`src/verilog/rv_isa_pkg.sv`:
```
package rv_isa_pkg;

   localparam int XLEN       = 32;
   localparam int OPCODE_W   = 7;
   localparam int FUNCT3_W   = 3;
   localparam int REG_ADDR_W = 5;

   typedef logic [XLEN-1:0]       word_t;
   typedef logic [REG_ADDR_W-1:0] reg_addr_t;
   typedef logic [OPCODE_W-1:0]   opcode_t;
   typedef logic [FUNCT3_W-1:0]   funct3_t;

   // Major opcodes of the kept subset
   localparam opcode_t OP_REG    = 7'b0110011;
   localparam opcode_t OP_IMM    = 7'b0010011;
   localparam opcode_t OP_LUI    = 7'b0110111;
   localparam opcode_t OP_BRANCH = 7'b1100011;
   localparam opcode_t OP_JAL    = 7'b1101111;
   localparam opcode_t OP_LOAD   = 7'b0000011;
   localparam opcode_t OP_STORE  = 7'b0100011;

   localparam funct3_t F3_ADD  = 3'b000;
   localparam funct3_t F3_XOR  = 3'b100;
   localparam funct3_t F3_OR   = 3'b110;
   localparam funct3_t F3_AND  = 3'b111;
   localparam funct3_t F3_BEQ  = 3'b000;
   localparam funct3_t F3_BNE  = 3'b001;
   localparam funct3_t F3_WORD = 3'b010;

   typedef enum logic [2:0] {
      ALU_ADD,
      ALU_SUB,
      ALU_AND,
      ALU_OR,
      ALU_XOR,
      ALU_PASS_B
   } alu_op_t;

endpackage

```
`src/verilog/core_cfg_pkg.sv`:
```
package core_cfg_pkg;

   localparam rv_isa_pkg::word_t RESET_PC = 32'h0000_0000;

   // One count per data bit
   localparam int CNT_W = 5;

   typedef logic [CNT_W-1:0] bit_cnt_t;

   typedef enum logic [2:0] {
      FETCH,
      DECODE,
      EXEC,
      MEM,
      LOAD_WB
   } seq_state_t;

endpackage

```
`src/verilog/decode_if.sv`:
```
`timescale 1ns/10ps

interface decode_if;

   rv_isa_pkg::alu_op_t   alu_op;
   logic                  use_imm;
   logic                  is_branch;
   logic                  branch_ne;
   logic                  is_jal;
   logic                  is_lui;
   logic                  is_load;
   logic                  is_store;
   logic                  rd_write;
   rv_isa_pkg::reg_addr_t rd;
   rv_isa_pkg::reg_addr_t rs1;
   rv_isa_pkg::reg_addr_t rs2;
   logic                  imm_bit;

   modport decoder (
      output alu_op, use_imm, is_branch, branch_ne, is_jal, is_lui,
      output is_load, is_store, rd_write, rd, rs1, rs2, imm_bit
   );

   modport exec (
      input alu_op, use_imm, is_branch, branch_ne, is_jal, is_lui,
      input is_load, is_store, rd_write, rd, rs1, rs2, imm_bit
   );

endinterface

```
`src/verilog/insn_decoder.sv`:
```
`timescale 1ns/10ps

module insn_decoder (
   input  logic              clk,
   input  logic              i_rst,
   input  rv_isa_pkg::word_t i_insn,
   input  logic              i_insn_ack,
   input  logic              i_exec_en,
   decode_if.decoder         dec
);

   rv_isa_pkg::word_t   insn_q;
   rv_isa_pkg::word_t   imm_sr;
   rv_isa_pkg::word_t   imm_fmt;
   rv_isa_pkg::opcode_t opcode;
   rv_isa_pkg::funct3_t funct3;
   rv_isa_pkg::alu_op_t arith_op;
   logic                arith_ok;
   logic                word_acc;

   always_ff @(posedge clk) begin
      if (i_rst) begin
         insn_q <= '0;
      end else if (i_insn_ack) begin
         insn_q <= i_insn;
      end
   end

   // Format is chosen from the word on the bus, so the shifter loads on ack
   always_comb begin
      case (i_insn[6:0])
         rv_isa_pkg::OP_STORE:  imm_fmt = {{20{i_insn[31]}}, i_insn[31:25], i_insn[11:7]};
         rv_isa_pkg::OP_BRANCH: imm_fmt = {{19{i_insn[31]}}, i_insn[31], i_insn[7],
                                           i_insn[30:25], i_insn[11:8], 1'b0};
         rv_isa_pkg::OP_LUI:    imm_fmt = {i_insn[31:12], 12'h000};
         rv_isa_pkg::OP_JAL:    imm_fmt = {{11{i_insn[31]}}, i_insn[31], i_insn[19:12],
                                           i_insn[20], i_insn[30:21], 1'b0};
         default:               imm_fmt = {{20{i_insn[31]}}, i_insn[31:20]};
      endcase
   end

   always_ff @(posedge clk) begin
      if (i_insn_ack) begin
         imm_sr <= imm_fmt;
      end else if (i_exec_en) begin
         imm_sr <= {1'b0, imm_sr[31:1]};
      end
   end

   assign dec.imm_bit = imm_sr[0];

   assign opcode   = insn_q[6:0];
   assign funct3   = insn_q[14:12];
   assign word_acc = funct3 == rv_isa_pkg::F3_WORD;
   assign dec.rd   = insn_q[11:7];
   assign dec.rs1  = insn_q[19:15];
   assign dec.rs2  = insn_q[24:20];

   // Shifts and compares fall through as no-ops
   always_comb begin
      arith_ok = 1'b1;
      case (funct3)
         rv_isa_pkg::F3_XOR: arith_op = rv_isa_pkg::ALU_XOR;
         rv_isa_pkg::F3_OR:  arith_op = rv_isa_pkg::ALU_OR;
         rv_isa_pkg::F3_AND: arith_op = rv_isa_pkg::ALU_AND;
         rv_isa_pkg::F3_ADD: begin
            if (opcode == rv_isa_pkg::OP_REG && insn_q[30]) begin
               arith_op = rv_isa_pkg::ALU_SUB;
            end else begin
               arith_op = rv_isa_pkg::ALU_ADD;
            end
         end
         default: begin
            arith_op = rv_isa_pkg::ALU_ADD;
            arith_ok = 1'b0;
         end
      endcase
   end

   always_comb begin
      dec.alu_op    = rv_isa_pkg::ALU_ADD;
      dec.use_imm   = 1'b0;
      dec.is_branch = 1'b0;
      dec.branch_ne = funct3 == rv_isa_pkg::F3_BNE;
      dec.is_jal    = 1'b0;
      dec.is_lui    = 1'b0;
      dec.is_load   = 1'b0;
      dec.is_store  = 1'b0;
      dec.rd_write  = 1'b0;
      case (opcode)
         rv_isa_pkg::OP_REG: begin
            dec.alu_op   = arith_op;
            dec.rd_write = arith_ok;
         end
         rv_isa_pkg::OP_IMM: begin
            dec.alu_op   = arith_op;
            dec.use_imm  = 1'b1;
            dec.rd_write = arith_ok;
         end
         rv_isa_pkg::OP_LUI: begin
            dec.use_imm  = 1'b1;
            dec.is_lui   = 1'b1;
            dec.rd_write = 1'b1;
         end
         rv_isa_pkg::OP_BRANCH: begin
            dec.is_branch = funct3 == rv_isa_pkg::F3_BEQ || funct3 == rv_isa_pkg::F3_BNE;
         end
         rv_isa_pkg::OP_JAL: begin
            dec.alu_op   = rv_isa_pkg::ALU_PASS_B;
            dec.is_jal   = 1'b1;
            dec.rd_write = 1'b1;
         end
         rv_isa_pkg::OP_LOAD: begin
            dec.use_imm  = 1'b1;
            dec.is_load  = word_acc;
            dec.rd_write = word_acc;
         end
         rv_isa_pkg::OP_STORE: begin
            dec.use_imm  = 1'b1;
            dec.is_store = word_acc;
         end
         default: begin
         end
      endcase
   end

   // No instruction capture while the immediate shifts
   a_imm_quiet: assert property (@(posedge clk) disable iff (i_rst)
      i_insn_ack |-> !i_exec_en);

endmodule

```
`src/verilog/core_sequencer.sv`:
```
`timescale 1ns/10ps

module core_sequencer (
   input  logic                   clk,
   input  logic                   i_rst,
   input  logic                   i_ibus_ack,
   input  logic                   i_dbus_ack,
   input  logic                   i_cmp_eq,
   decode_if.exec                 dec,
   output logic                   o_ibus_cyc,
   output logic                   o_dbus_cyc,
   output logic                   o_dbus_we,
   output logic                   o_exec_en,
   output logic                   o_load_en,
   output core_cfg_pkg::bit_cnt_t o_cnt,
   output logic                   o_pc_update
);

   core_cfg_pkg::seq_state_t state_q;
   core_cfg_pkg::bit_cnt_t   cnt_q;
   logic ibus_cyc_q;
   logic dbus_cyc_q;
   logic last_bit;
   logic mem_op;
   logic take;

   assign last_bit = &cnt_q;
   assign mem_op   = dec.is_load | dec.is_store;

   // Equality is complete on the last bit
   assign take = dec.is_jal | (dec.is_branch & (i_cmp_eq ^ dec.branch_ne));

   always_ff @(posedge clk) begin
      if (i_rst) begin
         state_q    <= core_cfg_pkg::FETCH;
         cnt_q      <= '0;
         ibus_cyc_q <= 1'b0;
         dbus_cyc_q <= 1'b0;
      end else begin
         case (state_q)
            core_cfg_pkg::FETCH: begin
               if (ibus_cyc_q && i_ibus_ack) begin
                  ibus_cyc_q <= 1'b0;
                  state_q    <= core_cfg_pkg::DECODE;
               end else begin
                  ibus_cyc_q <= 1'b1;
               end
            end
            core_cfg_pkg::DECODE: begin
               state_q <= core_cfg_pkg::EXEC;
            end
            core_cfg_pkg::EXEC: begin
               cnt_q <= cnt_q + core_cfg_pkg::bit_cnt_t'(1);
               if (last_bit && mem_op) begin
                  state_q    <= core_cfg_pkg::MEM;
                  dbus_cyc_q <= 1'b1;
               end else if (last_bit) begin
                  state_q    <= core_cfg_pkg::FETCH;
                  ibus_cyc_q <= 1'b1;
               end
            end
            core_cfg_pkg::MEM: begin
               if (i_dbus_ack) begin
                  dbus_cyc_q <= 1'b0;
                  if (dec.is_load) begin
                     state_q <= core_cfg_pkg::LOAD_WB;
                  end else begin
                     state_q    <= core_cfg_pkg::FETCH;
                     ibus_cyc_q <= 1'b1;
                  end
               end
            end
            core_cfg_pkg::LOAD_WB: begin
               cnt_q <= cnt_q + core_cfg_pkg::bit_cnt_t'(1);
               if (last_bit) begin
                  state_q    <= core_cfg_pkg::FETCH;
                  ibus_cyc_q <= 1'b1;
               end
            end
            default: state_q <= core_cfg_pkg::FETCH;
         endcase
      end
   end

   assign o_ibus_cyc  = ibus_cyc_q;
   assign o_dbus_cyc  = dbus_cyc_q;
   assign o_dbus_we   = dec.is_store;
   assign o_exec_en   = state_q == core_cfg_pkg::EXEC;
   assign o_load_en   = state_q == core_cfg_pkg::LOAD_WB;
   assign o_cnt       = cnt_q;
   assign o_pc_update = o_exec_en & last_bit & take;

   a_one_bus: assert property (@(posedge clk) disable iff (i_rst)
      !(ibus_cyc_q && dbus_cyc_q));

   // Each serial pass starts from a count of zero
   a_cnt_pace: assert property (@(posedge clk) disable iff (i_rst)
      !(state_q inside {core_cfg_pkg::EXEC, core_cfg_pkg::LOAD_WB}) |=> cnt_q == '0);

endmodule

```
`src/verilog/serial_datapath.sv`:
```
`timescale 1ns/10ps

module serial_datapath (
   input  logic                   clk,
   input  logic                   i_rst,
   decode_if.exec                 dec,
   input  logic                   i_exec_en,
   input  core_cfg_pkg::bit_cnt_t i_cnt,
   input  logic                   i_pc_update,
   input  logic                   i_rs1_bit,
   input  logic                   i_rs2_bit,
   output logic                   o_rd_bit,
   output rv_isa_pkg::word_t      o_pc,
   output rv_isa_pkg::word_t      o_mem_adr,
   output logic                   o_cmp_eq
);

   rv_isa_pkg::word_t pc_q;
   rv_isa_pkg::word_t adr_q;
   logic [30:0] link_sr;
   logic [30:0] tgt_sr;
   logic first_bit;
   logic last_bit;
   logic sub;
   logic op_a;
   logic op_b;
   logic alu_cin;
   logic alu_sum;
   logic alu_cout;
   logic carry_q;
   logic eq_q;
   logic pc_bit;
   logic link_bit;
   logic link_cout;
   logic link_c_q;
   logic tgt_bit;
   logic tgt_cout;
   logic tgt_c_q;

   function automatic logic [1:0] full_add(input logic a, input logic b, input logic c);
      return {(a & b) | (a & c) | (b & c), a ^ b ^ c};
   endfunction

   assign first_bit = i_cnt == '0;
   assign last_bit  = &i_cnt;
   assign sub       = dec.alu_op == rv_isa_pkg::ALU_SUB;

   // LUI has immediate bits in the rs1 field
   assign op_a = dec.is_lui ? 1'b0 : i_rs1_bit;
   assign op_b = dec.is_jal ? link_bit : (dec.use_imm ? dec.imm_bit : i_rs2_bit);

   assign alu_cin             = first_bit ? sub : carry_q;
   assign {alu_cout, alu_sum} = full_add(op_a, op_b ^ sub, alu_cin);

   always_comb begin
      case (dec.alu_op)
         rv_isa_pkg::ALU_AND:    o_rd_bit = op_a & op_b;
         rv_isa_pkg::ALU_OR:     o_rd_bit = op_a | op_b;
         rv_isa_pkg::ALU_XOR:    o_rd_bit = op_a ^ op_b;
         rv_isa_pkg::ALU_PASS_B: o_rd_bit = op_b;
         default:                o_rd_bit = alu_sum;
      endcase
   end

   assign o_cmp_eq = (first_bit | eq_q) & (i_rs1_bit ~^ i_rs2_bit);

   // PC+4 and PC+imm run side by side, the branch picks one at the end
   assign pc_bit                = pc_q[i_cnt];
   assign {link_cout, link_bit} = full_add(pc_bit, i_cnt == core_cfg_pkg::bit_cnt_t'(2),
                                           !first_bit & link_c_q);
   assign {tgt_cout, tgt_bit}   = full_add(pc_bit, dec.imm_bit, !first_bit & tgt_c_q);

   always_ff @(posedge clk) begin
      if (i_rst) begin
         pc_q     <= core_cfg_pkg::RESET_PC;
         carry_q  <= 1'b0;
         eq_q     <= 1'b0;
         link_c_q <= 1'b0;
         tgt_c_q  <= 1'b0;
      end else if (i_exec_en) begin
         carry_q  <= alu_cout;
         eq_q     <= o_cmp_eq;
         link_c_q <= link_cout;
         tgt_c_q  <= tgt_cout;
         if (last_bit) begin
            pc_q <= i_pc_update ? {tgt_bit, tgt_sr} : {link_bit, link_sr};
         end
      end
   end

   always_ff @(posedge clk) begin
      if (i_exec_en) begin
         link_sr <= {link_bit, link_sr[30:1]};
         tgt_sr  <= {tgt_bit, tgt_sr[30:1]};
         if (dec.is_load || dec.is_store) begin
            adr_q <= {alu_sum, adr_q[31:1]};
         end
      end
   end

   assign o_pc      = pc_q;
   assign o_mem_adr = adr_q;

endmodule

```
`src/verilog/serial_regfile.sv`:
```
`timescale 1ns/10ps

module serial_regfile (
   input  logic                   clk,
   input  core_cfg_pkg::bit_cnt_t i_cnt,
   input  rv_isa_pkg::reg_addr_t  i_rs1,
   input  rv_isa_pkg::reg_addr_t  i_rs2,
   input  rv_isa_pkg::reg_addr_t  i_rd,
   input  logic                   i_wen,
   input  logic                   i_wbit,
   output logic                   o_rs1_bit,
   output logic                   o_rs2_bit
);

   // One bit per entry, addressed by register and bit position
   logic mem [0:(1 << (rv_isa_pkg::REG_ADDR_W + core_cfg_pkg::CNT_W)) - 1];

   always_ff @(posedge clk) begin
      if (i_wen && i_rd != '0) begin
         mem[{i_rd, i_cnt}] <= i_wbit;
      end
   end

   // x0 is hardwired to zero
   assign o_rs1_bit = (i_rs1 != '0) & mem[{i_rs1, i_cnt}];
   assign o_rs2_bit = (i_rs2 != '0) & mem[{i_rs2, i_cnt}];

endmodule

```
`src/verilog/load_store_unit.sv`:
```
`timescale 1ns/10ps

module load_store_unit (
   input  logic              clk,
   input  logic              i_exec_en,
   input  logic              i_load_en,
   input  logic              i_store,
   input  logic              i_rs2_bit,
   input  rv_isa_pkg::word_t i_dbus_rdt,
   input  logic              i_dbus_ack,
   output rv_isa_pkg::word_t o_dbus_dat,
   output logic              o_load_bit
);

   // Shared by store gathering and load write-back
   rv_isa_pkg::word_t data_q;

   always_ff @(posedge clk) begin
      if (i_exec_en && i_store) begin
         data_q <= {i_rs2_bit, data_q[31:1]};
      end else if (i_dbus_ack && !i_store) begin
         data_q <= i_dbus_rdt;
      end else if (i_load_en) begin
         data_q <= {1'b0, data_q[31:1]};
      end
   end

   assign o_dbus_dat = data_q;
   assign o_load_bit = data_q[0];

endmodule

```
`src/verilog/bit_serial_core.sv`:
```
`timescale 1ns/10ps

module bit_serial_core (
   input  logic              clk,
   input  logic              i_rst,
   output rv_isa_pkg::word_t o_ibus_adr,
   output logic              o_ibus_cyc,
   input  rv_isa_pkg::word_t i_ibus_rdt,
   input  logic              i_ibus_ack,
   output rv_isa_pkg::word_t o_dbus_adr,
   output rv_isa_pkg::word_t o_dbus_dat,
   output logic              o_dbus_we,
   output logic              o_dbus_cyc,
   input  rv_isa_pkg::word_t i_dbus_rdt,
   input  logic              i_dbus_ack
);

   decode_if dec ();

   core_cfg_pkg::bit_cnt_t cnt;
   logic exec_en;
   logic load_en;
   logic pc_update;
   logic cmp_eq;
   logic rs1_bit;
   logic rs2_bit;
   logic alu_rd_bit;
   logic load_bit;
   logic rf_wen;
   logic rf_wbit;

   // Loads write rd in write-back, all others during execution
   assign rf_wen  = dec.rd_write & (load_en | (exec_en & ~dec.is_load));
   assign rf_wbit = load_en ? load_bit : alu_rd_bit;

   insn_decoder decoder (
      .clk        (clk),
      .i_rst      (i_rst),
      .i_insn     (i_ibus_rdt),
      .i_insn_ack (i_ibus_ack),
      .i_exec_en  (exec_en),
      .dec        (dec)
   );

   core_sequencer sequencer (
      .clk         (clk),
      .i_rst       (i_rst),
      .i_ibus_ack  (i_ibus_ack),
      .i_dbus_ack  (i_dbus_ack),
      .i_cmp_eq    (cmp_eq),
      .dec         (dec),
      .o_ibus_cyc  (o_ibus_cyc),
      .o_dbus_cyc  (o_dbus_cyc),
      .o_dbus_we   (o_dbus_we),
      .o_exec_en   (exec_en),
      .o_load_en   (load_en),
      .o_cnt       (cnt),
      .o_pc_update (pc_update)
   );

   serial_datapath datapath (
      .clk         (clk),
      .i_rst       (i_rst),
      .dec         (dec),
      .i_exec_en   (exec_en),
      .i_cnt       (cnt),
      .i_pc_update (pc_update),
      .i_rs1_bit   (rs1_bit),
      .i_rs2_bit   (rs2_bit),
      .o_rd_bit    (alu_rd_bit),
      .o_pc        (o_ibus_adr),
      .o_mem_adr   (o_dbus_adr),
      .o_cmp_eq    (cmp_eq)
   );

   serial_regfile regfile (
      .clk       (clk),
      .i_cnt     (cnt),
      .i_rs1     (dec.rs1),
      .i_rs2     (dec.rs2),
      .i_rd      (dec.rd),
      .i_wen     (rf_wen),
      .i_wbit    (rf_wbit),
      .o_rs1_bit (rs1_bit),
      .o_rs2_bit (rs2_bit)
   );

   load_store_unit lsu (
      .clk        (clk),
      .i_exec_en  (exec_en),
      .i_load_en  (load_en),
      .i_store    (dec.is_store),
      .i_rs2_bit  (rs2_bit),
      .i_dbus_rdt (i_dbus_rdt),
      .i_dbus_ack (i_dbus_ack),
      .o_dbus_dat (o_dbus_dat),
      .o_load_bit (load_bit)
   );

endmodule

```
`config.mk`:
```
export PLATFORM = sky130hd
export DESIGN_NAME = bit_serial_core
export DESIGN_NICKNAME = d
export VERILOG_FILES = /design/src/verilog/rv_isa_pkg.sv /design/src/verilog/core_cfg_pkg.sv /design/src/verilog/decode_if.sv /design/src/verilog/insn_decoder.sv /design/src/verilog/core_sequencer.sv /design/src/verilog/serial_datapath.sv /design/src/verilog/serial_regfile.sv /design/src/verilog/load_store_unit.sv /design/src/verilog/bit_serial_core.sv
export SDC_FILE = /design/constraint.sdc
export NUM_CORES = 2
export LEC_CHECK = 0
export BUFFER_PORTS_ARGS = -buffer_cell sky130_fd_sc_hd__buf_4
export CAP_MARGIN = 0
export CORE_MARGIN = 2
export CORE_UTILIZATION = 55
export DETAILED_ROUTE_END_ITERATION = 16
export GPL_ROUTABILITY_DRIVEN = 0
export PLACE_DENSITY_LB_ADDON = 0.3
export SLEW_MARGIN = 5
export SYNTH_ARGS = -nofsm -noshare
export SYNTH_HDL_FRONTEND = slang
export SYNTH_SLANG_ARGS = --single-unit
```
`constraint.sdc`:
```
create_clock -name clk -period 63.6 [get_ports clk]
set_input_delay 12.72 -clock clk [delete_from_list [all_inputs] [get_ports clk]]
set_output_delay 12.72 -clock clk [all_outputs]
set_load 0.05 [all_outputs]
```
* After elaboration in Yosys (flattened, before gate mapping)
Memory sizes are Yosys's and may differ from the RTL's. Cells that the tools add are included.
Operators by class: bitwise operators 42, reduce and logical (&&, ||, !) cells 31, multiplexer cells 43, eq/ne operators 31, magnitude comparators 1, add/sub/neg operators 1
Operators by type and width (number):
- $mux 32 | 6
- $pmux 31 s4 | 1
- $eq 7x6->1 const B | 5
- $eq 7x7->1 const B | 4
- $mux 1 | 23
- $and 1x1->1 | 20
- $eq 3x3->1 const B | 6
- $eq 3x2->1 const B | 5
- $mux 3 | 5
- $pmux 3 s5 | 1
- $reduce_bool 5->1 | 3
- $pmux 3 s4 | 1
- $or 1x1->1 | 11
- $eq 3x1->1 const B | 3
- $xor 1x1->1 | 9
- $pmux 1 s4 | 2
- $reduce_or 4->1 | 2
- $eq 7x2->1 const B | 1
- $eq 7x5->1 const B | 1
- $logic_and 1x1->1 | 6
- $logic_not 3->1 | 2
- $lt 5x6->1 const B | 1
- $ne 2x2->1 const B | 3
- $pmux 3 s2 | 1
- other kinds (20) | 27
Word-level totals: word-level logic and storage cells 165, output and inout bits 99, bits in registers 235, bits in writable memories 1024, memories kept 1, input bits 68
Memory list:
- regfile.mem | depth 1024, bits a word 1, read ports 2, clocked after Yosys merged registers in 0, write ports 1, RTL line serial_regfile.sv:16 | logic mem [0:(1 << (rv_isa_pkg::REG_ADDR_W + core_cfg_pkg::CNT_W)) - 1];

* Logic depth before layout (Yosys ltp)
depth after elaboration 11, depth in mapped cells 18, mapped depth without buffers 13

* Cells and area by module
Synthesis repeated with hierarchy kept, for this count alone.
Unflattened totals: cell total of the unflattened synthesis 4060, area total of the unflattened synthesis 53018.3 sq um
Modules (own cells, without submodules):
- serial_regfile | cells each 3324, sequential area each 29788.6 sq um, times used 1, area an instance 42973.7 sq um
- serial_datapath | cells each 317, sequential area each 3543.4 sq um, times used 1, area an instance 4973.5 sq um
- insn_decoder | cells each 274, sequential area each 1481.4 sq um, times used 1, area an instance 2922.8 sq um
- load_store_unit | cells each 74, sequential area each 960.9 sq um, times used 1, area an instance 1534.0 sq um
- core_sequencer | cells each 68, sequential area each 200.2 sq um, times used 1, area an instance 585.6 sq um
- bit_serial_core | cells each 3, sequential area each 0.0 sq um, times used 1, area an instance 28.8 sq um

* Worst setup path before layout
OpenSTA, ideal clock, no wires.
kind flip-flop to flip-flop, start register sequencer.cnt_q[1] (netlist: sequencer.o_cnt[1]), end memory regfile.mem[1000] (data pin), library setup time 7.880 ns, path buffers 6, clock period less this slack 49.992 ns, data required time 55.720 ns, stages on the path, launching flop included 19, path slack 13.608 ns, data arrival time 42.112 ns, cell sequence dfxtp_1 > buf_2 > buf_4 > buf_4 > buf_2 > clkbuf_1 > inv_1 > ha_1 > nor2b_1 > nand2_1 > clkbuf_1 > nand2_1 > fa_1 > nand2_1 > nand2_1 > xor2_1 > fa_1 > o31ai_1 > o21ai_0
Between the ends: longest elaborated chain between the ends 10, elaborated cells between the ends (all ways) 23, classes of those cells eq/ne (1); mux (8); bitwise (11); reduce/logical (2); memory (1)
Ends and longest elaborated chain:
- start: declaration | RTL line core_sequencer.sv:20 | core_cfg_pkg::bit_cnt_t cnt_q;
- start signal: assignment | RTL line core_sequencer.sv:53 | cnt_q <= cnt_q + core_cfg_pkg::bit_cnt_t'(1);
- start signal: assignment | RTL line core_sequencer.sv:74 | cnt_q <= cnt_q + core_cfg_pkg::bit_cnt_t'(1);
- branches (longest 7 deep; another with $mem_v2 1024x1)
- $xor 1x1->1 * | RTL line serial_datapath.sv:41 | return {(a & b) | (a & c) | (b & c), a ^ b ^ c};
- named net datapath.alu_sum | RTL line serial_datapath.sv:28 | logic alu_sum;
- $pmux 1 s4 * | RTL line serial_datapath.sv:56 | case (dec.alu_op)
- $mux 1 * | RTL line bit_serial_core.sv:34 | assign rf_wbit = load_en ? load_bit : alu_rd_bit;
- named net regfile.i_wbit | RTL line serial_regfile.sv:10 | input logic i_wbit,
- end: declaration | RTL line serial_regfile.sv:16
Mark *: on every way through the listed nets, which the timed path passes. The select of a mux whose other input is x is not followed.

* Worst setup path in the final report
start register decoder.insn_q[0], end output port o_dbus_we
Between the ends: longest elaborated chain between the ends 2
Ends and longest elaborated chain:
- start: declaration | RTL line insn_decoder.sv:12 | rv_isa_pkg::word_t insn_q;
- start signal: assignment | RTL line insn_decoder.sv:25 | insn_q <= i_insn;
- $eq 7x6->1 | RTL line insn_decoder.sv:90 | case (opcode)
- $mux 1 | RTL line insn_decoder.sv:90
- end: declaration | RTL line bit_serial_core.sv:12 | output logic o_dbus_we,
No other way between the ends.

==> results by group <==
Clock tree
  • Post-CTS sizing: 0
  • Longest Clk Path Bufs: 3
  • CTS tree: done
  • Skew-Pair Late Insertion Delay: 0.74 ns
  • Worst-path clk slew: 0.06 ns
  • Clock sink count: 1222
  • Hold buffers post-CTS: 0
  • Post-CTS Setup Repair Bufs: 0
  • H-Tree Level Count: 3
  • Clock root cell: clkbuf_16
  • CTS Buf Count: 120

Logic synthesis
  • Synth top area cells: edfxtp_1, mux2i_1, nor2_1, o22ai_1, dfxtp_1
  • Yosys reg bits: 1222
  • Synthesized area: 52800 sq um
  • Primary FF master, synth: edfxtp_1
  • Synth unique cells: 74
  • Seq/Total Area, Yosys: 0.681
  • Yosys warnings: 0
  • Syn Inst Count: 4117
  • Share of the synthesized area in the top cell type: 0.654
  • Syn avg cell area: 12.8 sq um
  • Async SR Flop Fraction: 0
  • Post-synth EDFFs: 1150
  • Synth area leader: edfxtp_1
  • Synthesized net count: 4193

Timing
  • Worst slew pin tran: 1.30 ns
  • Slew Viols, Final: 0
  • Min Tclk post-route: 15.60 ns
  • Fmax: 64.1 MHz
  • Setup violators final: 0
  • TNS Setup: 0 ns
  • Hold WS: 0.449 ns
  • Tcrit/Tclk final: 0.245
  • Final hold vios: 0
  • RSZ-0062 raised after global routing: false
  • Max Clock Skew: 0.0466 ns
  • Relative max-transition margin: 0.127

Global routing
  • Met2 Use GR: 0.464
  • Total global-route track usage: 0.299
  • Met3 track demand over resource: 0.0609
  • First-pass GRT wire length: 217000 microns
  • Global route overflow: 0
  • Largest net degree at the start of global routing: 272
  • GR met1 Demand/Resource: 0.413
  • Initial antenna violation count: 0
  • Gr busiest metal: met2
  • Vias in the first global route: 33400

Critical path
  • CP Cell Sequence: nand2_1, or3_1, or4_1, nor3_1, nand2_1, inv_1, buf_4
  • CP Max Fanout: 4
  • Crit path top cell by count: nand2_1
  • Crit-path slowest cell: or4_1
  • CP Data Arrival Time: 2.88 ns
  • WP data required: 50.88 ns
  • CP startpoint kind: register
  • Worst Setup SP: decoder.insn_q[0]$_SDFFE_PP0P_
  • Critical path class: register to primary output
  • Worst setup EP type: primary output
  • Buf/Inv on CP: 2
  • FF-to-FF Start: sequencer.o_cnt[1]$_SDFFE_PP0P_
  • CP top delay family: simple AND/OR/NAND/NOR gates
  • Largest stage delay, worst path: 0.48 ns

Finish
  • Final nets: 4188
  • Antenna fix cells: 0
  • Most frequent cells in the layout: edfxtp_1, nor2_1, mux2i_1
  • Final std cells w/o fill: 5476
  • Design area: 58900 sq um
  • Share of layout cells above drive strength 1: 0.127
  • Area grow syn2layout: 11.4%
  • Most common cell after layout, fill and taps aside: edfxtp_1

Power
  • Total chip power: 1.79 mW
  • Max IR drop VDD: 0.0272 mV
  • Cell Pwr Density: 30.3 nW/um^2
  • P_leak: 17.3 nW

Floorplan
  • Core footprint: 95200 sq um
  • Die Y: 314 microns
  • Rows: 113
  • Starting Density: 0.555
  • I/O pin total: 167
  • Total die area: 98600 sq um
  • DIE WIDTH: 314 microns

Route
  • Pre-antenna DRT Iters: 6
  • Final WL: 150000 microns
  • Initial DRC count: 5201
  • # DRC: 0
  • Post-route ant nets: 0
  • DR vias: 35200
  • Avg Vias per Cell: 6.43
  • WL/cell: 27.3 microns

Job
  • Max-cap violations: 0

Hold path
  • HP Start: datapath.link_sr[25]$_DFFE_PP_
  • Worst hold path type: register to register

Placed design
  • DP Wirelength: 76800 microns
  • Area after DPL: 54900 sq um
  • Cells after DPL: 5255
  • I/O Buffers: 166

Run status
  • Status: complete, no violations
## stage by stage
step	utilization	setup WS (ns)
after detailed placement	0.577	48.67
after floorplan	-	13.61
after global placement	0.577	48.77
final	0.619	48.00
after global routing	0.619	47.81
after CTS	0.619	47.98
## flip-flops by register name, indices dropped and copies added (netlist names)
signal	flops
datapath.link_c_q	1
sequencer.state_q	3
sequencer.o_ibus_cyc	1
lsu.o_dbus_dat	32
datapath.eq_q	1
regfile.mem	992
decoder.insn_q	26
sequencer.o_cnt	5
datapath.link_sr	31
datapath.o_mem_adr	32
decoder.imm_sr	32
datapath.carry_q	1
datapath.tgt_c_q	1
datapath.tgt_sr	31
sequencer.o_dbus_cyc	1
datapath.o_pc	32
## routing by layer
layer | wire [microns] | up-vias
met5 | 0 | -
met4 | 6890 | 0
met3 | 17600 | 423
met2 | 68900 | 2082
met1 | 56300 | 17600
li1 | - | 15100
## worst paths after layout
path	to	slack, ns	depth (start not counted)
hold / removal	datapath.link_sr[24]$_DFFE_PP_	0.45	0
setup reg to reg	regfile.mem[271]$_DFFE_PP_	52.69	19
setup / recovery	o_dbus_we	48.00	7
hold reg to reg	datapath.link_sr[24]$_DFFE_PP_	0.45	0
## synth_stat cells (6+ instances only)
cell      instances
a31oi_1           6
mux2_2           34
o21ai_0          13
nand3b_1          8
inv_1            22
nor2b_1          10
nand2_1         125
a211oi_1         41
buf_6            10
nand3_1          42
mux2i_1         517
buf_1             9
buf_2            69
nor2_1         1107
nor3_1            9
o22ai_1         246
clkbuf_1        269
nand2b_1         10
mux4_2           15
edfxtp_1       1150
o211ai_1          8
nor3b_1          10
dfxtp_1          72
nor4_1          127
buf_4            19
a21oi_1          69
## worst register-to-register path: stages, from the launching register on
cell and delay (ns):
dfxtp_4 1.00, buf_4 0.85, buf_12 0.75, mux2i_1 0.49, o22ai_1 0.12, nor4_1 1.10
nand2_1 0.11, mux4_2 0.53, a221oi_1 0.28, a221o_2 0.44, o21ai_0 0.25, nand2_1 0.13
xor2_1 0.09, fa_1 0.54, o31ai_1 0.11, o21ai_4 0.12, buf_4 0.60, buf_12 0.69
buf_4 1.22, buf_4 0.99
## power by group
part           internal (mW)  leakage (nW)  total [mW]  switching, mW
Sequential             0.956          11.0       0.962        0.00642
Combinational         0.0181          4.35       0.106         0.0879
Clock                  0.414          1.94       0.718          0.304
## cell families after synthesis
kind of cell | Yosys count | synth area share
compound gates | 421 | 0.0512
xor+xnor | 6 | 0.000995
fa+ha+maj | 8 | 0.00232
buf+inv | 398 | 0.0327
flops | 1222 | 0.681
mux | 566 | 0.112
simple gates | 1496 | 0.120
## cell type report
cell class              count  area (sq um)
fillers                  7130         36300
flip-flops and latches   1222         36000
multi-input cells        2497         15400
clock buffers             156          3270
repair buffers            249          1910
well taps                1265          1580
clock inverters            65           689
inverters                  22          82.6
(Power assumes the default switching activity.)
